--- config.mk ---
export PLATFORM = sky130hd
export DESIGN_NAME = lsu_store_unit_flat
export DESIGN_NICKNAME = d
export VERILOG_FILES = /design/src/verilog/lsu_pkg.sv /design/src/verilog/lsu_op_if.sv /design/src/verilog/lsu_store_unit.sv /design/src/flat_wrapper.sv
export VERILOG_INCLUDE_DIRS = /design/src /design/src/verilog
export SDC_FILE = /design/constraint.sdc
export NUM_CORES = 1
export LEC_CHECK = 0
export BUFFER_PORTS_ARGS = -buffer_cell sky130_fd_sc_hd__buf_2
export CAP_MARGIN = 25
export CORE_AREA = 2 2 86 88
export CTS_CLUSTER_SIZE = 28
export DETAILED_ROUTE_END_ITERATION = 6
export DIE_AREA = 0 0 88 90
export SLEW_MARGIN = 20
export SYNTH_ARGS = -nofsm -noshare
export SYNTH_HDL_FRONTEND = slang
export SYNTH_SLANG_ARGS = --single-unit
--- constraint.sdc ---
create_clock -name clk -period 3.1 [get_ports clk]
set_clock_uncertainty 0.15 [all_clocks]
set_input_delay 0.465 -clock clk [delete_from_list [all_inputs] [get_ports clk]]
set_output_delay 0.465 -clock clk [all_outputs]
set_load 0.01 [all_outputs]
--- src/verilog/lsu_macros.svh ---
// ----------------------------
// lsu sizing macros
// ----------------------------
`ifndef LSU_MACROS_SVH
`define LSU_MACROS_SVH

`default_nettype none

// data and address width
`define LSU_XLEN 64
// register file index width
`define LSU_REG_IDX_W 5
// request queue entries, also initial request credits
`define LSU_REQ_DEPTH 4
// initial writeback credits
`define LSU_WB_CREDITS 2
// doublewords in data memory
`define LSU_MEM_WORDS 256

`default_nettype wire

`endif

--- src/verilog/lsu_pkg.sv ---
// ----------------------------
// lsu shared types
// ----------------------------
`include "lsu_macros.svh"

`default_nettype none

package lsu_pkg;

  // doubleword index width into data memory
  localparam int LSU_MEM_IDX_W = $clog2(`LSU_MEM_WORDS);

  // access size
  typedef enum logic [1:0] {
    LS_BYTE   = 2'd0,
    LS_HALF   = 2'd1,
    LS_WORD   = 2'd2,
    LS_DOUBLE = 2'd3
  } ls_size_e;

  // load/store control, 5 bits
  typedef struct packed {
    logic     load;
    logic     store;
    logic     usign;
    ls_size_e size;
  } ls_op_t;

  // one operation from execute
  typedef struct packed {
    ls_op_t                    op;
    logic                      rd_wr_en;
    logic [`LSU_REG_IDX_W-1:0] rd_idx;
    // effective address for loads and stores
    logic [`LSU_XLEN-1:0]      alu_res;
    logic [`LSU_XLEN-1:0]      wdata;
  } lsu_req_t;

endpackage

`default_nettype wire

--- src/verilog/lsu_op_if.sv ---
// ----------------------------
// issued operation bus
// ----------------------------
`include "lsu_macros.svh"

`timescale 1ns/1ps
`default_nettype none

interface lsu_op_if import lsu_pkg::*; ();

  // high for exactly the issue cycle
  logic                      valid;
  ls_op_t                    op;
  logic                      rd_wr_en;
  logic [`LSU_REG_IDX_W-1:0] rd_idx;
  logic [`LSU_XLEN-1:0]      alu_res;
  logic [`LSU_XLEN-1:0]      wdata;

  // no stall, the queue only issues with capacity downstream
  modport issue (
    output valid, op, rd_wr_en, rd_idx, alu_res, wdata
  );

  modport sink (
    input valid, op, rd_wr_en, rd_idx, alu_res, wdata
  );

endinterface

`default_nettype wire

--- src/verilog/lsu_store_unit.sv ---
// ----------------------------
// store unit
// ----------------------------
`include "lsu_macros.svh"

`timescale 1ns/1ps
`default_nettype none

module lsu_store_unit import lsu_pkg::*; (
  input  wire                      clk,
  input  wire                      reset_i,
  lsu_op_if.sink                   op,
  output logic                     mem_wen_o,
  output logic [LSU_MEM_IDX_W-1:0] mem_widx_o,
  output logic [7:0]               mem_wmask_o,
  output logic [`LSU_XLEN-1:0]     mem_wdata_o
);

  logic       wen_ok_q;
  logic [7:0] size_mask;
  logic [2:0] offset;

  // held low through reset so stale state cannot write
  always_ff @(posedge clk) begin
    if (reset_i) begin
      wen_ok_q <= 1'b0;
    end else begin
      wen_ok_q <= 1'b1;
    end
  end

  assign offset     = op.alu_res[2:0];
  assign mem_wen_o  = op.valid && op.op.store && wen_ok_q;
  assign mem_widx_o = op.alu_res[3 +: LSU_MEM_IDX_W];

  // lane mask and replicated data per size
  always_comb begin
    case (op.op.size)
      LS_BYTE: begin
        size_mask   = 8'h01;
        mem_wdata_o = {8{op.wdata[7:0]}};
      end
      LS_HALF: begin
        size_mask   = 8'h03;
        mem_wdata_o = {4{op.wdata[15:0]}};
      end
      LS_WORD: begin
        size_mask   = 8'h0f;
        mem_wdata_o = {2{op.wdata[31:0]}};
      end
      default: begin
        size_mask   = 8'hff;
        mem_wdata_o = op.wdata;
      end
    endcase
  end

  // aligned, so the shift never carries past bit 7
  assign mem_wmask_o = size_mask << offset;

endmodule

`default_nettype wire

--- src/flat_wrapper.sv ---
// flat-port wrapper written by rule: the top's interface ports become plain ports
module lsu_store_unit_flat import lsu_pkg::*;
  (clk, reset_i, mem_wen_o, mem_widx_o, mem_wmask_o, mem_wdata_o, op_valid, op_op, op_rd_wr_en, op_rd_idx, op_alu_res, op_wdata);
  lsu_op_if op_i ();
  input  wire clk;
  input  wire reset_i;
  output logic mem_wen_o;
  output logic [LSU_MEM_IDX_W-1:0] mem_widx_o;
  output logic [7:0] mem_wmask_o;
  output logic [`LSU_XLEN-1:0] mem_wdata_o;
  input wire logic [$bits(op_i.valid)-1:0] op_valid;
  input wire logic [$bits(op_i.op)-1:0] op_op;
  input wire logic [$bits(op_i.rd_wr_en)-1:0] op_rd_wr_en;
  input wire logic [$bits(op_i.rd_idx)-1:0] op_rd_idx;
  input wire logic [$bits(op_i.alu_res)-1:0] op_alu_res;
  input wire logic [$bits(op_i.wdata)-1:0] op_wdata;
  assign op_i.valid = op_valid;
  assign op_i.op = op_op;
  assign op_i.rd_wr_en = op_rd_wr_en;
  assign op_i.rd_idx = op_rd_idx;
  assign op_i.alu_res = op_alu_res;
  assign op_i.wdata = op_wdata;
  lsu_store_unit u_core (.clk(clk), .reset_i(reset_i), .op(op_i), .mem_wen_o(mem_wen_o), .mem_widx_o(mem_widx_o), .mem_wmask_o(mem_wmask_o), .mem_wdata_o(mem_wdata_o));
endmodule
==> impl_metrics.yaml <==
power:
  p_per_area_nw_per_um2: 171
  p_leak_nw: 1.05
  peakVddDrop_v: 0.0000849
yosys:
  synth-async-reset-ratio_pct: 0
  netlist_area_sq_um: 1280
  syn_area_per_cell_sq_um: 7.41
  synth-main-ff-cell: "dfxtp_1"
  synth_edf_count: 0
  synth_cells: 173
  ys_warn_count: 0
  syn-num-nets: 315
  yosysSeqAreaShare_pct: 1.56
  yosysUniqueCellTypes: 26
  ys_seq_elements: 1
finish:
  fin_nets: 437
  antenna_cells: 0
  mostFrequentLayoutCells: "buf_2, a21oi_1, mux2i_1, mux2_2"
  fill_cells: 791
  drive_above_1_share_pct: 61.4
  design_area_sq_um: 1940
  top_regs: "u_core.wen_ok_q: 1 flops"
  mostFrequentLayoutCell: "buf_2"
  largest_reg_flops: 1
  fin_util_pct: 27.7
  areaGrowthSynthToFinish_pct: 51.7
  largest-register: "u_core.wen_ok_q"
global_routing:
  track_usage_pct: 11.9
  grt_antenna_before_repair: 0
  grt_max_degree: 33
  grt-ovfl-total: 0
  grt_pass1_vias: 1582
  grt_pass1_wl_um: 7850
setup_path:
  critPathMaxStageDelay_ps: 430
  crit_start: "op_op[0]"
  cp-end-kind: "primary output"
  start_kind: "input port"
  worst_ep_required_time_ps: 2480
  crit_top_cell: "buf_2"
  cp_top_family: "buffers and inverters"
  crit_chain: "buf_2 -> buf_4 -> nor2b_1 -> a211oi_1 -> a21oi_1 -> buf_2"
  crit_type: "input port to primary output"
  crit_arrival_ps: 1740
  cp_max_fo: 13
  crit_path_top_delay_cell: "a211oi_1"
  path_buf_inv: 3
die:
  coreArea_sq_um: 7020
  io-pin-count: 223
  rows: 31
  die_height_um: 90
  dieWidth_um: 88
  die-area_sq_um: 7920
  initial_core_util_pct: 18.2
sta:
  max_clock_freq_mhz: 424
  fin_crit_ps: 2360
  timing.hold.ws_ps: 468
  worst_slew_pin_slew_ps: 478
  post-route-period-util_pct: 76.1
  rsz0062_at_grt: "no"
  finalSetupViolCount: 0
  finalHoldViolCount: 0
  fin_tns_setup_ps: 0
  fin_ws_ps: 742
  slew_violations: 0
  slew_headroom_pct: 67.9
placed_design:
  place_ws_ps: 755
  postPlaceCellArea_sq_um: 1940
  port_buffers: 145
  dpl.hpwl_um: 4010
  gp_congestion: 0.764
detailed_routing:
  remaining_drc_errors: 0
  via_count: 1661
  ant_nets: 0
  dr.pass1.iters: 6
  route.detailed.wl_per_inst_um: 12.4
  vias_per_cell: 4.24
  drt-total-wl_um: 4850
  dr.first_iter.drc_count: 77
clock_network:
  postCtsSetupBuffers: 0
  ctsResizeCount: 0
  cts_hold_buf: 0
  clkTransAtPathRegs_ps: 0
outcome:
  outcome: "finished, final reports clean"
hold_path:
  min_to: "u_core.wen_ok_q"
  min_from: "reset_i"
  hp-class: "input port to flip-flop"
  holdPathStages: 2
flow_run:
  cap_viol_max_count: 0
-- routing by layer --
layer | vias to the layer above | share of wire (%) | track usage (%)
met2 | 77 | 48 | 21.3
li1 | 853 | - | -
met3 | 4 | 6.6 | 1.10
met4 | 0 | 0.47 | 0.769
met5 | - | 0 | 0
met1 | 727 | 44 | 15.8
-- Yosys cell counts, types with 2 or more instances --
cell / instances / share of area (%)
a211oi_1: 9 / 5.3
a211oi_2: 2 / 2.0
a21oi_1: 36 / 14
and2_1: 3 / 1.5
buf_12: 2 / 3.1
buf_2: 8 / 3.1
buf_4: 17 / 10
buf_6: 3 / 2.6
inv_1: 11 / 3.2
mux2_2: 24 / 21
mux2i_1: 24 / 19
nor2_1: 11 / 3.2
nor2b_1: 5 / 2.4
nor3_1: 5 / 2.0
o21ai_0: 2 / 0.78
-- report_power, final --
group          internal [mW]  total, mW  switching [mW]  leakage, nW
logic                  0.152      0.319           0.167         1.04
registers             0.0138     0.0141        0.000222      0.00844
clock network              0          0               0            0
-- metrics by stage --
step	total power, mW	instances
after floorplan	0.212	173
after global placement	0.332	392
after detailed placement	0.336	392
after CTS	0.337	392
after global routing	0.367	392
final	0.333	392
-- final cells by class --
class	count	area (sq um)	share of cell area, %
inverters	11	41.3	2.12
well taps	99	124	6.37
flip-flops and latches	1	20.0	1.03
repair buffers	151	783	40.3
multi-input cells	130	975	50.2
-- worst max-delay path by stage --
stage | to | cells past startpoint
4_1_cts | mem_wdata_o[8] | 5
5_1_grt | mem_wdata_o[46] | 6
3_5_place_dp | mem_wdata_o[8] | 5
6_report | mem_wdata_o[46] | 6
3_3_place_gp | mem_wdata_o[8] | 5
2_1_floorplan | mem_wmask_o[6] | 5
-- cells by family after synthesis --
| family | share of synthesized area (%) |
|---|---|
| DFF | 1.56 |
| AOI/OAI and AO/OA | 24.9 |
| buffers and inverters | 22.4 |
| and+or+nand+nor | 11.3 |
| muxes | 39.8 |
(Power assumes the default switching activity.)
