## config.mk

```make
export PLATFORM = sky130hd
export DESIGN_NAME = lsu_wb_merge_flat
export DESIGN_NICKNAME = d
export VERILOG_FILES = /design/src/verilog/lsu_pkg.sv /design/src/verilog/lsu_op_if.sv /design/src/verilog/lsu_wb_merge.sv /design/src/flat_wrapper.sv
export VERILOG_INCLUDE_DIRS = /design/src /design/src/verilog
export SDC_FILE = /design/constraint.sdc
export NUM_CORES = 1
export LEC_CHECK = 0
export BUFFER_PORTS_ARGS = -buffer_cell sky130_fd_sc_hd__buf_2
export CORE_AREA = 5 5 104 106
export CTS_BUF_LIST = sky130_fd_sc_hd__clkbuf_2 sky130_fd_sc_hd__clkbuf_4 sky130_fd_sc_hd__clkbuf_8
export CTS_CLUSTER_DIAMETER = 100
export CTS_CLUSTER_SIZE = 10
export DETAILED_ROUTE_END_ITERATION = 8
export DIE_AREA = 0 0 109 111
export PLACE_DENSITY = 0.84
export SYNTH_ARGS = -nofsm -noshare
export SYNTH_HDL_FRONTEND = slang
export SYNTH_SLANG_ARGS = --single-unit
```

## constraint.sdc

```tcl
create_clock -name clk -period 1.5 [get_ports clk]
set_input_delay 0.375 -clock clk [delete_from_list [all_inputs] [get_ports clk]]
set_output_delay 0.375 -clock clk [all_outputs]
set_load 0.01 [all_outputs]
```

## src/verilog/lsu_macros.svh

```systemverilog
// ----------------------------
// lsu sizing macros
// ----------------------------
`ifndef LSU_MACROS_SVH
`define LSU_MACROS_SVH

`default_nettype none

// data and address width
`define LSU_XLEN 64
// register file index width
`define LSU_REG_IDX_W 5
// request queue entries, also initial request credits
`define LSU_REQ_DEPTH 4
// initial writeback credits
`define LSU_WB_CREDITS 2
// doublewords in data memory
`define LSU_MEM_WORDS 256

`default_nettype wire

`endif

```

## src/verilog/lsu_pkg.sv

```systemverilog
// ----------------------------
// lsu shared types
// ----------------------------
`include "lsu_macros.svh"

`default_nettype none

package lsu_pkg;

  // doubleword index width into data memory
  localparam int LSU_MEM_IDX_W = $clog2(`LSU_MEM_WORDS);

  // access size
  typedef enum logic [1:0] {
    LS_BYTE   = 2'd0,
    LS_HALF   = 2'd1,
    LS_WORD   = 2'd2,
    LS_DOUBLE = 2'd3
  } ls_size_e;

  // load/store control, 5 bits
  typedef struct packed {
    logic     load;
    logic     store;
    logic     usign;
    ls_size_e size;
  } ls_op_t;

  // one operation from execute
  typedef struct packed {
    ls_op_t                    op;
    logic                      rd_wr_en;
    logic [`LSU_REG_IDX_W-1:0] rd_idx;
    // effective address for loads and stores
    logic [`LSU_XLEN-1:0]      alu_res;
    logic [`LSU_XLEN-1:0]      wdata;
  } lsu_req_t;

endpackage

`default_nettype wire

```

## src/verilog/lsu_op_if.sv

```systemverilog
// ----------------------------
// issued operation bus
// ----------------------------
`include "lsu_macros.svh"

`timescale 1ns/1ps
`default_nettype none

interface lsu_op_if import lsu_pkg::*; ();

  // high for exactly the issue cycle
  logic                      valid;
  ls_op_t                    op;
  logic                      rd_wr_en;
  logic [`LSU_REG_IDX_W-1:0] rd_idx;
  logic [`LSU_XLEN-1:0]      alu_res;
  logic [`LSU_XLEN-1:0]      wdata;

  // no stall, the queue only issues with capacity downstream
  modport issue (
    output valid, op, rd_wr_en, rd_idx, alu_res, wdata
  );

  modport sink (
    input valid, op, rd_wr_en, rd_idx, alu_res, wdata
  );

endinterface

`default_nettype wire

```

## src/verilog/lsu_wb_merge.sv

```systemverilog
// ----------------------------
// writeback merge
// ----------------------------
`include "lsu_macros.svh"

`timescale 1ns/1ps
`default_nettype none

module lsu_wb_merge (
  input  wire                       clk,
  input  wire                       reset_i,
  lsu_op_if.sink                    op,
  input  wire                       ld_valid_i,
  input  wire  [`LSU_XLEN-1:0]      ld_data_i,
  output logic                      wb_valid_o,
  output logic                      wb_rd_wr_en_o,
  output logic [`LSU_REG_IDX_W-1:0] wb_rd_idx_o,
  output logic [`LSU_XLEN-1:0]      wb_rd_data_o
);

  logic                      s1_valid_q;
  logic                      s1_load_q;
  logic                      s1_rd_wr_en_q;
  logic [`LSU_REG_IDX_W-1:0] s1_rd_idx_q;
  logic [`LSU_XLEN-1:0]      s1_alu_res_q;

  always_ff @(posedge clk) begin
    if (reset_i) begin
      s1_valid_q <= 1'b0;
      wb_valid_o <= 1'b0;
    end else begin
      s1_valid_q <= op.valid;
      wb_valid_o <= s1_valid_q;
    end
  end

  // stage 1 lines up with the load unit's data
  always_ff @(posedge clk) begin
    s1_load_q     <= op.op.load;
    s1_rd_wr_en_q <= op.rd_wr_en;
    s1_rd_idx_q   <= op.rd_idx;
    s1_alu_res_q  <= op.alu_res;
  end

  // stage 2, result select
  always_ff @(posedge clk) begin
    wb_rd_wr_en_o <= s1_rd_wr_en_q;
    wb_rd_idx_o   <= s1_rd_idx_q;
    wb_rd_data_o  <= (s1_load_q && ld_valid_i) ? ld_data_i : s1_alu_res_q;
  end

endmodule

`default_nettype wire

```

## src/flat_wrapper.sv

```systemverilog
// flat-port wrapper written by rule: the top's interface ports become plain ports
module lsu_wb_merge_flat 
  (clk, reset_i, ld_valid_i, ld_data_i, wb_valid_o, wb_rd_wr_en_o, wb_rd_idx_o, wb_rd_data_o, op_valid, op_op, op_rd_wr_en, op_rd_idx, op_alu_res, op_wdata);
  lsu_op_if op_i ();
  input  wire clk;
  input  wire reset_i;
  input  wire ld_valid_i;
  input  wire  [`LSU_XLEN-1:0] ld_data_i;
  output logic wb_valid_o;
  output logic wb_rd_wr_en_o;
  output logic [`LSU_REG_IDX_W-1:0] wb_rd_idx_o;
  output logic [`LSU_XLEN-1:0] wb_rd_data_o;
  input wire logic [$bits(op_i.valid)-1:0] op_valid;
  input wire logic [$bits(op_i.op)-1:0] op_op;
  input wire logic [$bits(op_i.rd_wr_en)-1:0] op_rd_wr_en;
  input wire logic [$bits(op_i.rd_idx)-1:0] op_rd_idx;
  input wire logic [$bits(op_i.alu_res)-1:0] op_alu_res;
  input wire logic [$bits(op_i.wdata)-1:0] op_wdata;
  assign op_i.valid = op_valid;
  assign op_i.op = op_op;
  assign op_i.rd_wr_en = op_rd_wr_en;
  assign op_i.rd_idx = op_rd_idx;
  assign op_i.alu_res = op_alu_res;
  assign op_i.wdata = op_wdata;
  lsu_wb_merge u_core (.clk(clk), .reset_i(reset_i), .op(op_i), .ld_valid_i(ld_valid_i), .ld_data_i(ld_data_i), .wb_valid_o(wb_valid_o), .wb_rd_wr_en_o(wb_rd_wr_en_o), .wb_rd_idx_o(wb_rd_idx_o), .wb_rd_data_o(wb_rd_data_o));
endmodule
```

==> results.json <==
{
  "status": "completed",
  "postCtsSetupBuffers": 0,
  "start_util_pct": 38.3,
  "worst-setup-path-type": "flop to primary output",
  "clock_path_buffers": 2,
  "powerDensity_mw_per_mm2": 1510,
  "hold_violations": 0,
  "yosysSeqAreaShare_pct": 77.2,
  "finalWeightedCongestion": 0.721,
  "cts_tree": "built",
  "postRouteAntennaNets": 0,
  "rsz0062_at_grt": "false",
  "grt_util_met2_pct": 23.7,
  "synthToLayoutAreaGrowth_pct": 43.7,
  "ctsHoldBuffers": 0,
  "critPathMaxStageDelay_ps": 340,
  "detail_route.first_pass.iterations": 4,
  "reg2reg_from": "u_core.s1_load_q$_DFF_P_",
  "fill_cells": 827,
  "cp_max_fo": 1,
  "drive_above_1_share_pct": 67.8,
  "ir_drop_v": 0.000970,
  "clockRootBuffer": "clkbuf_8",
  "fmax_ghz": 0.790,
  "finalSetupTns_ps": 0,
  "nets": 647,
  "place_area_mm2": 0.00488,
  "clkTransAtPathRegs_ps": 70,
  "die_h_um": 111,
  "start_kind": "flop",
  "grtUsageTotal_pct": 13.7,
  "relSlewSlack_pct": 86.8,
  "crit_cells": 1,
  "syn_nets": 423,
  "busiest_layer": "met2",
  "rrSetupSlack_ps": 370,
  "insertion_delay_ps": 410,
  "cp.required_ps": 1120,
  "finClkSkew_ps": 6.80,
  "holdCritPathClass": "input pin to flop",
  "grt_max_degree": 35,
  "first_iter_violations": 59,
  "antenna_found_initial": 0,
  "setup.worst_path.end_class": "primary output",
  "via_per_inst": 4.09,
  "worstPathArrival_ps": 890,
  "netlist_instances": 216,
  "grt.met1_usage_pct": 12.9,
  "rows": 36,
  "maxCapViolations": 0,
  "use_met3_pct": 8.27,
  "seq_area_mm2": 0.00286,
  "fp.dieW_um": 109,
  "setup_viol": 0,
  "cts.sinks": 143,
  "drv_slew": 0,
  "min_period_ps": 1270,
  "grt_pass1_vias": 2684,
  "power_mw": 8.06,
  "final_common_cell": "buf_2",
  "worstMarginPinSlew_ps": 197,
  "synth_warnings": 0,
  "synth_cell_types": 6,
  "final_core_util_pct": 55.0,
  "crit_end": "wb_rd_data_o[61]",
  "stdcell_area_mm2": 0.00533,
  "cts_resized": 0,
  "routedWlPerCell_um": 14.1,
  "dp_slack_ps": 196,
  "multi_input_area_um2": 763,
  "vias": 2387,
  "h-tree-depth": 4,
  "cp_slowest_cell": "dfxtp_1",
  "period_share_pct": 84.3,
  "io_pins": 278,
  "die_area_mm2": 0.0121,
  "cts_made_buffers": 17,
  "path_cells": "buf_2",
  "io_buffers": 209,
  "cp_top_family": "flip-flops",
  "ys_ff_latch": 143,
  "antenna_cells": 0,
  "dp_hpwl_mm": 6.45,
  "grt_pass1_wl_mm": 12.6,
  "crit_buf_inv": 1,
  "wirelength_mm": 8.22,
  "reg2reg_depth": 3,
  "r2r_end": "u_core.wb_rd_data_o[63]$_DFF_P_",
  "layout_common_cells": "buf_2 (209), dfxtp_1 (143), mux2_2 (59)",
  "crit_path_start": "u_core.wb_rd_data_o[61]$_DFF_P_",
  "setup_ws_ps": 235,
  "p_leak_nw": 2.57,
  "avgSynthCellArea_um2": 17.2,
  "core_mm2": 0.00968,
  "syn_area_mm2": 0.00371,
  "grt_overflow_total": 0,
  "drc": 0
}
[where the power goes]
group | internal (mW) | switching (mW)
registers | 4.05 | 0.0582
clock network | 2.04 | 1.30
logic | 0.358 | 0.251
total | 6.45 | 1.61
[synth_stat cells]
master | n | share of area, %
clkbuf_8 | 6 | 2.2
dfxtp_1 | 143 | 77
mux2_2 | 59 | 18
mux2_4 | 5 | 2.0
nand2_4 | 1 | 0.30
nor2b_1 | 2 | 0.34
[state kept, by name, indices dropped and copies added (netlist names)]
name	count
u_core.wb_rd_idx_o	5
u_core.s1_rd_wr_en_q	1
u_core.wb_rd_wr_en_o	1
u_core.wb_rd_data_o	64
u_core.s1_rd_idx_q	5
u_core.s1_valid_q	1
u_core.s1_alu_res_q	64
u_core.wb_valid_o	1
u_core.s1_load_q	1
[logic make-up (layout without fill, tap and decap cells)]
family / Yosys count / count (layout) / synth area share, %
and+or+nand+nor: 3 / 3 / 0.641
muxes: 64 / 64 / 19.9
DFF: 143 / 143 / 77.2
buffers and inverters: 6 / 241 / 2.23
[through the flow]
| stage | hold slack [ps] | instances |
|---|---|---|
| final | 58.1 | 584 |
| after global routing | 4.09 | 584 |
| after CTS | 28.2 | 584 |
| after detailed placement | 314 | 554 |
| after global placement | 310 | 554 |
| after floorplan | 310 | 216 |
[metal layers]
layer,share of wire [%],vias up,wire (um)
li1,-,1165,-
met1,34,1075,2830
met2,51,137,4180
met3,14,10,1110
met4,1.1,0,92
met5,0,-,0
[final cells by class]
| type | instances | area share, % |
|---|---|---|
| clock buffer | 19 | 4.91 |
| multi-input combinational | 67 | 14.3 |
| timing repair buffer | 211 | 20.4 |
| sequential | 143 | 53.7 |
| clock inverter | 11 | 3.55 |
| tap | 133 | 3.12 |
[how the worst min path moves through the flow]
| stage | from | end | slack, ps | depth (start not counted) |
|---|---|---|---|---|
| 2_1_floorplan | u_core.s1_rd_idx_q[0]$_DFF_P_ | u_core.wb_rd_idx_o[0]$_DFF_P_ | 310 | 0 |
| 3_3_place_gp | u_core.s1_rd_wr_en_q$_DFF_P_ | u_core.wb_rd_wr_en_o$_DFF_P_ | 310 | 0 |
| 3_5_place_dp | u_core.s1_rd_wr_en_q$_DFF_P_ | u_core.wb_rd_wr_en_o$_DFF_P_ | 310 | 0 |
| 4_1_cts | op_alu_res[39] | u_core.s1_alu_res_q[39]$_DFF_P_ | 30 | 1 |
| 5_1_grt | op_alu_res[31] | u_core.s1_alu_res_q[31]$_DFF_P_ | 4 | 1 |
| 6_report | op_alu_res[51] | u_core.s1_alu_res_q[51]$_DFF_P_ | 60 | 1 |
(Power assumes the default switching activity.)
