File: config.mk
export PLATFORM = sky130hd
export DESIGN_NAME = lsu_load_unit_flat
export DESIGN_NICKNAME = d
export VERILOG_FILES = /design/src/verilog/lsu_pkg.sv /design/src/verilog/lsu_op_if.sv /design/src/verilog/lsu_load_unit.sv /design/src/flat_wrapper.sv
export VERILOG_INCLUDE_DIRS = /design/src /design/src/verilog
export SDC_FILE = /design/constraint.sdc
export NUM_CORES = 1
export LEC_CHECK = 0
export ABC_AREA = 1
export BUFFER_PORTS_ARGS = -buffer_cell sky130_fd_sc_hd__buf_2
export CAP_MARGIN = 40
export CORE_AREA = 2 2 108 110
export DETAILED_ROUTE_END_ITERATION = 8
export DIE_AREA = 0 0 110 112
export MAX_ROUTING_LAYER = met4
export PLACE_DENSITY = 0.62
export SYNTH_ARGS = -nofsm -noshare
export SYNTH_HDL_FRONTEND = slang
export SYNTH_SLANG_ARGS = --single-unit
File: constraint.sdc
create_clock -name clk -period 2.45 [get_ports clk]
set_input_delay 0.245 -clock clk [delete_from_list [all_inputs] [get_ports clk]]
set_output_delay 0.245 -clock clk [all_outputs]
set_load 0.1 [all_outputs]
File: src/verilog/lsu_macros.svh
// ----------------------------
// lsu sizing macros
// ----------------------------
`ifndef LSU_MACROS_SVH
`define LSU_MACROS_SVH

`default_nettype none

// data and address width
`define LSU_XLEN 64
// register file index width
`define LSU_REG_IDX_W 5
// request queue entries, also initial request credits
`define LSU_REQ_DEPTH 4
// initial writeback credits
`define LSU_WB_CREDITS 2
// doublewords in data memory
`define LSU_MEM_WORDS 256

`default_nettype wire

`endif

File: src/verilog/lsu_pkg.sv
// ----------------------------
// lsu shared types
// ----------------------------
`include "lsu_macros.svh"

`default_nettype none

package lsu_pkg;

  // doubleword index width into data memory
  localparam int LSU_MEM_IDX_W = $clog2(`LSU_MEM_WORDS);

  // access size
  typedef enum logic [1:0] {
    LS_BYTE   = 2'd0,
    LS_HALF   = 2'd1,
    LS_WORD   = 2'd2,
    LS_DOUBLE = 2'd3
  } ls_size_e;

  // load/store control, 5 bits
  typedef struct packed {
    logic     load;
    logic     store;
    logic     usign;
    ls_size_e size;
  } ls_op_t;

  // one operation from execute
  typedef struct packed {
    ls_op_t                    op;
    logic                      rd_wr_en;
    logic [`LSU_REG_IDX_W-1:0] rd_idx;
    // effective address for loads and stores
    logic [`LSU_XLEN-1:0]      alu_res;
    logic [`LSU_XLEN-1:0]      wdata;
  } lsu_req_t;

endpackage

`default_nettype wire

File: src/verilog/lsu_op_if.sv
// ----------------------------
// issued operation bus
// ----------------------------
`include "lsu_macros.svh"

`timescale 1ns/1ps
`default_nettype none

interface lsu_op_if import lsu_pkg::*; ();

  // high for exactly the issue cycle
  logic                      valid;
  ls_op_t                    op;
  logic                      rd_wr_en;
  logic [`LSU_REG_IDX_W-1:0] rd_idx;
  logic [`LSU_XLEN-1:0]      alu_res;
  logic [`LSU_XLEN-1:0]      wdata;

  // no stall, the queue only issues with capacity downstream
  modport issue (
    output valid, op, rd_wr_en, rd_idx, alu_res, wdata
  );

  modport sink (
    input valid, op, rd_wr_en, rd_idx, alu_res, wdata
  );

endinterface

`default_nettype wire

File: src/verilog/lsu_load_unit.sv
// ----------------------------
// load unit
// ----------------------------
`include "lsu_macros.svh"

`timescale 1ns/1ps
`default_nettype none

module lsu_load_unit import lsu_pkg::*; (
  input  wire                      clk,
  input  wire                      reset_i,
  lsu_op_if.sink                   op,
  output logic                     mem_ren_o,
  output logic [LSU_MEM_IDX_W-1:0] mem_ridx_o,
  input  wire  [`LSU_XLEN-1:0]     mem_rdata_i,
  output logic                     ld_valid_o,
  output logic [`LSU_XLEN-1:0]     ld_data_o
);

  logic                 ld_pend_q;
  ls_size_e             size_q;
  logic                 usign_q;
  logic [2:0]           offset_q;
  logic [`LSU_XLEN-1:0] lane;

  assign mem_ren_o  = op.valid && op.op.load;
  assign mem_ridx_o = op.alu_res[3 +: LSU_MEM_IDX_W];

  always_ff @(posedge clk) begin
    if (reset_i) begin
      ld_pend_q <= 1'b0;
    end else begin
      ld_pend_q <= mem_ren_o;
    end
  end

  // access shape, needed when the read data returns
  always_ff @(posedge clk) begin
    if (mem_ren_o) begin
      size_q   <= op.op.size;
      usign_q  <= op.op.usign;
      offset_q <= op.alu_res[2:0];
    end
  end

  assign ld_valid_o = ld_pend_q;
  // selected lane moved down to bit 0
  assign lane = mem_rdata_i >> {offset_q, 3'b000};

  always_comb begin
    case (size_q)
      LS_BYTE: ld_data_o = usign_q ? {{(`LSU_XLEN-8){1'b0}}, lane[7:0]}
                                   : {{(`LSU_XLEN-8){lane[7]}}, lane[7:0]};
      LS_HALF: ld_data_o = usign_q ? {{(`LSU_XLEN-16){1'b0}}, lane[15:0]}
                                   : {{(`LSU_XLEN-16){lane[15]}}, lane[15:0]};
      LS_WORD: ld_data_o = usign_q ? {{(`LSU_XLEN-32){1'b0}}, lane[31:0]}
                                   : {{(`LSU_XLEN-32){lane[31]}}, lane[31:0]};
      // ld, signedness does not matter
      default: ld_data_o = lane;
    endcase
  end

endmodule

`default_nettype wire

File: src/flat_wrapper.sv
// flat-port wrapper written by rule: the top's interface ports become plain ports
module lsu_load_unit_flat import lsu_pkg::*;
  (clk, reset_i, mem_ren_o, mem_ridx_o, mem_rdata_i, ld_valid_o, ld_data_o, op_valid, op_op, op_rd_wr_en, op_rd_idx, op_alu_res, op_wdata);
  lsu_op_if op_i ();
  input  wire clk;
  input  wire reset_i;
  output logic mem_ren_o;
  output logic [LSU_MEM_IDX_W-1:0] mem_ridx_o;
  input  wire  [`LSU_XLEN-1:0] mem_rdata_i;
  output logic ld_valid_o;
  output logic [`LSU_XLEN-1:0] ld_data_o;
  input wire logic [$bits(op_i.valid)-1:0] op_valid;
  input wire logic [$bits(op_i.op)-1:0] op_op;
  input wire logic [$bits(op_i.rd_wr_en)-1:0] op_rd_wr_en;
  input wire logic [$bits(op_i.rd_idx)-1:0] op_rd_idx;
  input wire logic [$bits(op_i.alu_res)-1:0] op_alu_res;
  input wire logic [$bits(op_i.wdata)-1:0] op_wdata;
  assign op_i.valid = op_valid;
  assign op_i.op = op_op;
  assign op_i.rd_wr_en = op_rd_wr_en;
  assign op_i.rd_idx = op_rd_idx;
  assign op_i.alu_res = op_alu_res;
  assign op_i.wdata = op_wdata;
  lsu_load_unit u_core (.clk(clk), .reset_i(reset_i), .op(op_i), .mem_ren_o(mem_ren_o), .mem_ridx_o(mem_ridx_o), .mem_rdata_i(mem_rdata_i), .ld_valid_o(ld_valid_o), .ld_data_o(ld_data_o));
endmodule
==> metrics.txt, run 1 <==
pwr dens 585 mW/mm^2; gr ovfl total 0; Ports 280; Startpoint Class flip-flop; largest net degree at the start of global routing 62; Fill cells 1160; mapped cell area 0.00272 sq mm; vias in the first global route 3576; Die Y 112 um; compound-gate portion of the synthesized area 0.245; Synth async-reset ratio 0; Fin. Hold Viols 0; full die area 0.0123 sq mm; router iterations before antenna repair 4; # rows 39; CP Capture Type output pin; most frequent cell after synthesis nand2_1; gr busiest metal met2; initial antenna violation count 1; Max-Cap Viols 0; CTS HTree Levels 1; post-synthesis cell count 494; IO buf count 139; Synth area leaders nand2_1, o21ai_0, nand4_1, edfxtp_1, nand3_1; HP Start reset_i; CTS tree built; area taken by multi-input logic gates 0.00219 sq mm; top post-synthesis cells by count nand2_1, o21ai_0, nand3_1, nand4_1, buf_2; GRT Overall Usage 0.187; fraction of layout instances using a drive strength above 1 0.384; Post-Route WL 11600 um; #FFs+latches synth 7; DR iter-0 viols 245; Setup CP Type flip-flop to output pin; Synth Area in Adders 0; drt drc 0; clock slew at reported path FFs 30 ps; Overall Power 2.70 mW; first-pass GRT wire length 17800 um; Worst Path Max Fanout 36; outcome completed; Core Area 0.0112 sq mm; Tcrit/Tclk final 0.975; Initial Util 0.243; Req. time, crit path 2200 ps; synthesis warning total 0; CTS Root Cell clkbuf_16; Via Count 3823; CTS Buffer Depth 2; cts bufs inserted 3; M1 GR Usage 0.232; Post-Synth XOR/XNOR Area 0; share of the synthesized area in the top cell type 0.254; nets@finish 813; largest family of logic cells by synthesized area simple AND/OR/NAND/NOR gates; Avg Cell Area, Syn 5.50 sq um; sequential-to-total area share from yosys stat 0.0736; Placement Cell Area 0.00443 sq mm; Yosys top cell by area nand2_1; Final min period 2390 ps; met3 Use GR 0.0123; Syn Nets 700; distinct cell type count after synthesis 31; crit path launch u_core.offset_q[0]; Slew Limit Headroom 0.679; die width 110 um; Synth Area in Simple Gates 0.527; worst hold path class input pin to flip-flop; transition time at the pin with the least slew margin 485 ps; post-synthesis mux area share 0; fin. max-slew vios 0; RePlAce Congestion 0.911; fin util 0.414; maximum VDD drop 0.314 mV; Post-synth top flop edfxtp_1; final setup violation count 0; fin area 0.00462 sq mm; EDFF count, synth 6; Antenna Nets Post-Route 0; met2 Usage GRT 0.328; DR WL/cell 15.5 um; final HPWL from detailed placement 8770 um; clk sinks 7; P_leak 2.24 nW; Syn-to-layout area delta 70.1%; FMAX 0.419 GHz; Via density 5.10; WP data arrival 2140 ps; register area 200 sq um; CTS Hold Bufs 0
==> layout make-up <==
class,count,share of cell area
multi-input cells,420,0.474
repair buffers,164,0.416
flip-flops and latches,7,0.0433
well taps,143,0.0387
clock buffers,4,0.0170
inverters,11,0.0106
diodes,1,0.000541
==> routing by layer <==
layer	up-vias	routed length, um
li1	1906	-
met3	15	597
met2	141	6120
met1	1761	4770
met4	0	134
met5	-	0
==> where the power goes <==
group	internal, mW	switching, mW	leakage [nW]
combinational	0.739	1.54	2.13
clock	0.216	0.0614	0.0382
sequential	0.139	0.00921	0.0645
total	1.09	1.61	2.24
==> critical path: stages, from the launching register on <==
cell and delay, ps:
edfxtp_1 500, buf_12 220, nand2_1 100, nand2_1 60
nand2_1 50, nand3_1 160, nand3_4 180, buf_12 160
nand4_1 230, buf_12 250
==> flip-flops by register name, summed over array words and instances, names as in the netlist <==
name	count
u_core.ld_valid_o	1
u_core.offset_q	3
u_core.size_q	2
u_core.usign_q	1
==> placed cells by master (no fill, tap or decap) <==
master,n
a21oi_1,20
a21oi_2,1
buf_12,67
buf_16,1
buf_2,76
buf_4,18
buf_8,1
clkbuf_1,1
clkbuf_16,4
clkinv_1,1
clkinv_4,1
dfxtp_1,1
diode_2,1
edfxtp_1,6
inv_1,8
inv_4,1
nand2_1,182
nand2_2,16
nand2_4,1
nand2_8,1
nand3_1,32
nand3_2,7
nand3_4,3
nand4_1,33
nor2_1,17
nor3_4,1
o211ai_1,22
o21ai_0,35
o21ai_1,8
o21ai_2,17
o21bai_1,4
o31ai_1,1
o31ai_2,2
or2_1,2
or2_2,15
==> repair_timing <==
item,4_1_cts,5_1_grt
setup endpoints to repair,0,48
resized for setup,0,13
buffers inserted,0,6
==> worst paths after layout <==
| path | to | slack (ps) | cells past startpoint |
|---|---|---|---|
| max | ld_data_o[57] | 60 | 9 |
| min | u_core.ld_valid_o | 170 | 2 |
==> through the flow <==
| step | hold slack, ps | worst slack, ps | cells | TNS [ps] |
|---|---|---|---|---|
| 2_1_floorplan | 317 | 0.103 | 494 | 0 |
| 3_3_place_gp | 403 | 294 | 738 | 0 |
| 3_5_place_dp | 404 | 251 | 738 | 0 |
| 4_1_cts | 165 | 4.51 | 742 | 0 |
| 5_1_grt | 176 | -34.7 | 750 | -209 |
| 6_report | 168 | 62.3 | 750 | 0 |
==> kinds of logic after synthesis <==
kind of cell | after synthesis
and+or+nand+nor | 310
AOI/OAI and AO/OA | 110
buffers and inverters | 67
DFF | 7
No activity file was read; power rests on OpenSTA's default activity.
==> run 2, diff against run 1 <==
Settings changed: CORE_AREA 2 2 108 110 to 3 3 107 109, PLACE_DENSITY 0.62 to 0.66.
Clock period 2.45 ns to 1.95 ns, I/O delays scaled along.
==> run 2 against run 1 <==
Effect of this change: critical path depth increased by 1; the flow now finishes with violations (negative setup slack); global-route usage increased by 2.7 points; clock-buffer cell count unchanged.
==> metrics.txt, run 2 (synthesized netlist as in run 1, its figures left out) <==
Max-Cap Viols 0 (unchanged); most common cell after layout, fill and taps aside nand2_1 (unchanged); largest net degree at the start of global routing 57 (was 62); CTS Hold Bufs 0 (unchanged); CTS Buffer Depth 2 (unchanged); clk sinks 7 (unchanged); nets@finish 851 (was 813); biggest registers after layout u_core.offset_q x3, u_core.size_q x2 (unchanged); CP Capture Type output pin (unchanged); Top cell by count, worst path buf_12; fin worst setup slack -336 ps (was 62.3 ps); Startpoint Class flip-flop (unchanged); Antenna Nets Post-Route 0 (unchanged); router iterations before antenna repair 4 (unchanged); IO buf count 139 (unchanged); DR WL/cell 18.2 um (was 15.5 um); transition time at the pin with the least slew margin 484 ps (was 485 ps); Die Y 112 um (unchanged); final HPWL from detailed placement 8950 um (was 8770 um); worst hold path class input pin to flip-flop (unchanged); Post-Route WL 14300 um (was 11600 um); CP Cell Sequence buf_6 > buf_12 > nand2_2 > nand3_2 > nand3_2 > nand2_4 > nand3_4 > buf_12 > nand4_1 > buf_12 (was buf_12 > nand2_1 > nand2_1 > nand2_1 > nand3_1 > nand3_4 > buf_12 > nand4_1 > buf_12); Overall Power 3.63 mW (was 2.70 mW); register area 200 sq um (unchanged); clock slew at reported path FFs 40 ps (was 30 ps); fin area 0.00564 sq mm (was 0.00462 sq mm); Setup CP Type flip-flop to output pin (unchanged); first-pass GRT wire length 20600 um (was 17800 um); RSZ-0062 raised after global routing true; vias in the first global route 3984 (was 3576); initial antenna violation count 0 (was 1); CP delay by family, top buffers and inverters (was simple AND/OR/NAND/NOR gates); P_leak 2.66 nW (was 2.24 nW); # rows 38 (was 39); hold path cells 2 (unchanged); CTS Root Cell clkbuf_8 (was clkbuf_16); Biggest register u_core.offset_q (unchanged); Hold Path Sink u_core.ld_valid_o (unchanged); fin. max-slew vios 0 (unchanged); Via density 5.36 (was 5.10); CTS HTree Levels 1 (unchanged); max reg flops 3 (unchanged); Slowest-stage cell, CP edfxtp_1 (unchanged); Worst Path Buf+Inv 4 (was 3); Final min period 2290 ps; cts bufs inserted 3 (unchanged); Req. time, crit path 1750 ps (was 2200 ps); Core Area 0.0107 sq mm (was 0.0112 sq mm); Via Count 4205 (was 3823); HP Start reset_i (unchanged); Initial Util 0.254 (was 0.243); Fill cells 986 (was 1160); full die area 0.0123 sq mm (unchanged); Syn-to-layout area delta 107% (was 70.1%); commonest non-fill, non-tap cells in the layout nand2_1, buf_2, buf_12 (unchanged); pwr dens 644 mW/mm^2 (was 585 mW/mm^2); area taken by multi-input logic gates 0.00260 sq mm (was 0.00219 sq mm); Fin. Hold Viols 0 (unchanged); Ports 280 (unchanged); drt drc 0 (unchanged); maximum VDD drop 0.433 mV (was 0.314 mV); Worst Path Max Fanout 7 (was 36); fin util 0.527 (was 0.414); WP data arrival 2090 ps (was 2140 ps); Placement Cell Area 0.00473 sq mm (was 0.00443 sq mm); die width 110 um (unchanged); gr ovfl total 0 (unchanged); DR iter-0 viols 326 (was 245); GRT Overall Usage 0.214 (was 0.187); FMAX 0.437 GHz; Slew Limit Headroom 0.679 (about the same); fraction of layout instances using a drive strength above 1 0.514 (was 0.384); final setup violation count 63 (was 0); violated checks negative setup slack; CTS tree built (unchanged); Tcrit/Tclk final 1.17; outcome complete, but fails checks (was completed); RePlAce Congestion 0.860 (was 0.911); CP max stage delay 420 ps (was 500 ps)
run 2: report_power, final:
part | switching (mW) | total [mW] | internal [mW]
Clock | 0.0563 | 0.197 | 0.141
Sequential | 0.00933 | 0.184 | 0.175
Combinational | 2.10 | 3.25 | 1.15
Total | 2.17 | 3.63 | 1.47
run 2: worst max path at each step:
stage,startpoint,endpoint,cells after the start
4_1_cts,u_core.offset_q[0],ld_data_o[42],10
5_1_grt,u_core.offset_q[0],ld_data_o[41],10
3_5_place_dp,u_core.offset_q[0],ld_data_o[41],9
2_1_floorplan,u_core.offset_q[0],ld_data_o[60],8
3_3_place_gp,u_core.offset_q[0],ld_data_o[41],9
6_report,u_core.offset_q[0],ld_data_o[41],10
run 2: final cells by class:
cell class | count | area share
multi-input cells | 420 | 0.460
repair buffers | 201 | 0.453
flip-flops and latches | 7 | 0.0355
well taps | 140 | 0.0311
inverters | 11 | 0.00998
clock buffers | 4 | 0.00799
repair inverters | 1 | 0.00155
diodes | 1 | 0.000444
run 2: timing repair:
action	CTS	global route
gates cloned	8	6
pin swaps	17	44
setup endpoints to repair	63	64
buffers inserted	11	10
endpoints found under the hold margin	0	0
resized for setup	47	80
run 2: metal layers:
layer	track usage	wire (um)
met3	0.0139	932
met5	-	0
met2	0.380	7500
met1	0.262	5480
met4	0.0466	342
run 2: metrics by stage:
step	TNS [ps]	hold slack, ps	setup slack, ps	cells
after detailed placement	-30.9	355	-28.0	748
after global placement	-15.7	358	-15.7	748
after global routing	-20390	126	-397	784
final	-16600	126	-336	785
after floorplan	-14200	267	-402	494
after CTS	-13480	118	-268	771
==> run 3, diff against run 2 <==
Settings changed: CORE_AREA 3 3 107 109 to 3 3 108 110, CTS_BUF_LIST set to sky130_fd_sc_hd__clkbuf_4, DIE_AREA 0 0 110 112 to 0 0 111 113, PLACE_DENSITY 0.66 to 0.65.
==> run 3 against run 2 <==
Effect of this change: hold slack worse by 27 ps; first-iteration DRC count down 3.1%; global-route usage is 1.6 points lower; highest routed layer unchanged; design area is 9.4% lower; flip-flop and latch count unchanged; the flow still finishes with violations (negative setup slack); total power is 6.5% lower.
==> metrics.txt, run 3 (synthesized netlist as in run 1, its figures left out) <==
final setup violation count 62 (was 63); Final min period 2240 ps (was 2290 ps); CP Capture Type output pin (unchanged); Tcrit/Tclk final 1.15 (was 1.17); initial antenna violation count 1 (was 0); die width 111 um (was 110 um); fin worst setup slack -293 ps (was -336 ps); Hold WS 98.5 ps (was 126 ps); fin. max-slew vios 0 (unchanged); Logic pwr share 0.905 (was 0.895); CTS Buffer Depth 2 (unchanged); violated checks negative setup slack (unchanged); fin area 0.00511 sq mm (was 0.00564 sq mm); # rows 38 (unchanged); Placement Cell Area 0.00468 sq mm (was 0.00473 sq mm); max reg flops 3 (unchanged); transition time at the pin with the least slew margin 511 ps (was 484 ps); GRT Overall Usage 0.198 (was 0.214); switching fraction of total power 0.614 (was 0.597); first-pass GRT wire length 19800 um (was 20600 um); RePlAce Congestion 0.894 (was 0.860); drt drc 0 (unchanged); CTS HTree Levels 1 (unchanged); biggest registers after layout u_core.offset_q x3, u_core.size_q x2 (unchanged); routed length on met1 5000 um (was 5480 um); maximum VDD drop 0.445 mV (was 0.433 mV); Overall Power 3.40 mW (was 3.63 mW); P_leak 2.39 nW (was 2.66 nW); Initial Util 0.252 (was 0.254); Post-Route WL 12500 um (was 14300 um); CP Cell Sequence buf_6 > clkbuf_16 > nand2_1 > nand3_1 > nand3_1 > nand2_2 > nand3_4 > clkbuf_16 > nand4_1 > buf_12 (was buf_6 > buf_12 > nand2_2 > nand3_2 > nand3_2 > nand2_4 > nand3_4 > buf_12 > nand4_1 > buf_12); DR iter-0 viols 316 (was 326); Worst Path Max Fanout 8 (was 7); Antenna Nets Post-Route 0 (unchanged); nets@finish 822 (was 851); pwr dens 665 mW/mm^2 (was 644 mW/mm^2); CP max stage delay 380 ps (was 420 ps); CTS Root Cell clkbuf_4 (was clkbuf_8); Setup CP Type flip-flop to output pin (unchanged); metal2 WL 6420 um (was 7500 um); Req. time, crit path 1750 ps (about the same); Placed Instances 741 (was 748); Slew Limit Headroom 0.659 (was 0.679); Via Count 3860 (was 4205); Clock power frac 0.041 (was 0.054); Ports 280 (unchanged); outcome complete, but fails checks (unchanged); Syn-to-layout area delta 87.9% (was 107%); Biggest register u_core.offset_q (unchanged); pre-CTS setup slack -167 ps (was -28.0 ps); RSZ-0062 raised after global routing true (unchanged); IO buf count 139 (unchanged); gr ovfl total 0 (unchanged); full die area 0.0125 sq mm (was 0.0123 sq mm); uppermost layer routed met4 (unchanged); WP data arrival 2050 ps (was 2090 ps); clock slew at reported path FFs 50 ps (was 40 ps); Via density 5.11 (was 5.36); Startpoint Class flip-flop (unchanged); Int Power 1.31 mW (was 1.47 mW); worst hold path class input pin to flip-flop (unchanged); router iterations before antenna repair 8 (was 4); final HPWL from detailed placement 9050 um (was 8950 um); cts bufs inserted 3 (unchanged); Seq pwr share 0.054 (was 0.051); CTS tree built (unchanged); DR WL/cell 16.5 um (was 18.2 um); most common cell after layout, fill and taps aside nand2_1 (unchanged); largest net degree at the start of global routing 80 (was 57); Sw Pwr 2.08 mW (was 2.17 mW); Max-Cap Viols 0 (unchanged); fin cells 756 (was 785); fraction of layout instances using a drive strength above 1 0.442 (was 0.514); FMAX 0.446 GHz (was 0.437 GHz); clk sinks 7 (unchanged); Fin. Hold Viols 0 (unchanged); Fill cells 1055 (was 986); Die Y 113 um (was 112 um); Slowest-stage cell, CP edfxtp_1 (unchanged); vias in the first global route 3830 (was 3984); commonest non-fill, non-tap cells in the layout nand2_1, buf_12, buf_2 (was nand2_1, buf_2, buf_12); Core Area 0.0108 sq mm (was 0.0107 sq mm); DR WL met3 728 um (was 932 um)
[run 3: path summary, 6_finish.rpt]
check,depth (start not counted),slack [ps],endpoint,startpoint
worst max-delay path,10,-290,ld_data_o[33],u_core.offset_q[0]
worst min-delay path,2,100,u_core.ld_valid_o,reset_i
[run 3: per-stage QoR]
step                      setup TNS [ps]  utilization
final                             -13440        0.473
after global routing              -18870        0.473
after CTS                         -12190        0.464
after detailed placement           -3400        0.434
after global placement             -2300        0.434
after floorplan                   -14200            -
[run 3: layout make-up]
type / count / area (sq um) / share of cell area
Antenna cell: 1 / 2.50 / 0.000490
Clock buffer: 4 / 30.0 / 0.00588
Inverter: 11 / 57.6 / 0.0113
Multi-Input combinational cell: 421 / 2450 / 0.479
Sequential cell: 7 / 200 / 0.0392
Tap cell: 140 / 175 / 0.0343
Timing Repair Buffer: 172 / 2190 / 0.429
[run 3: critical path: cells and delay by family (launching register included)]
family	cells	cell delay (ps)
flops	1	380
buf+inv	4	760
simple gates	6	650
[run 3: power by group through the flow]
stage	registers, mW	logic, mW	clock network (mW)
3_3_place_gp	0.186	2.92	0
6_report	0.183	3.07	0.141
4_1_cts	0.183	3.05	0.146
3_5_place_dp	0.187	2.93	0
2_1_floorplan	0.187	1.98	0
5_1_grt	0.183	3.19	0.160
[run 3: layer usage]
metal  global-route usage  vias up
met1                0.233     1766
li1                     -     1928
met4               0.0534        0
met2                0.355      146
met3               0.0278       20
met5                    -        -
[run 3: timing repair]
item / CTS / global route
setup buffers: 3 / 0
setup endpoints to repair: 63 / 63
gates resized for setup: 49 / 22
hold buffers: 0 / 0
pin swaps: 5 / 6
gates cloned: 5 / 2
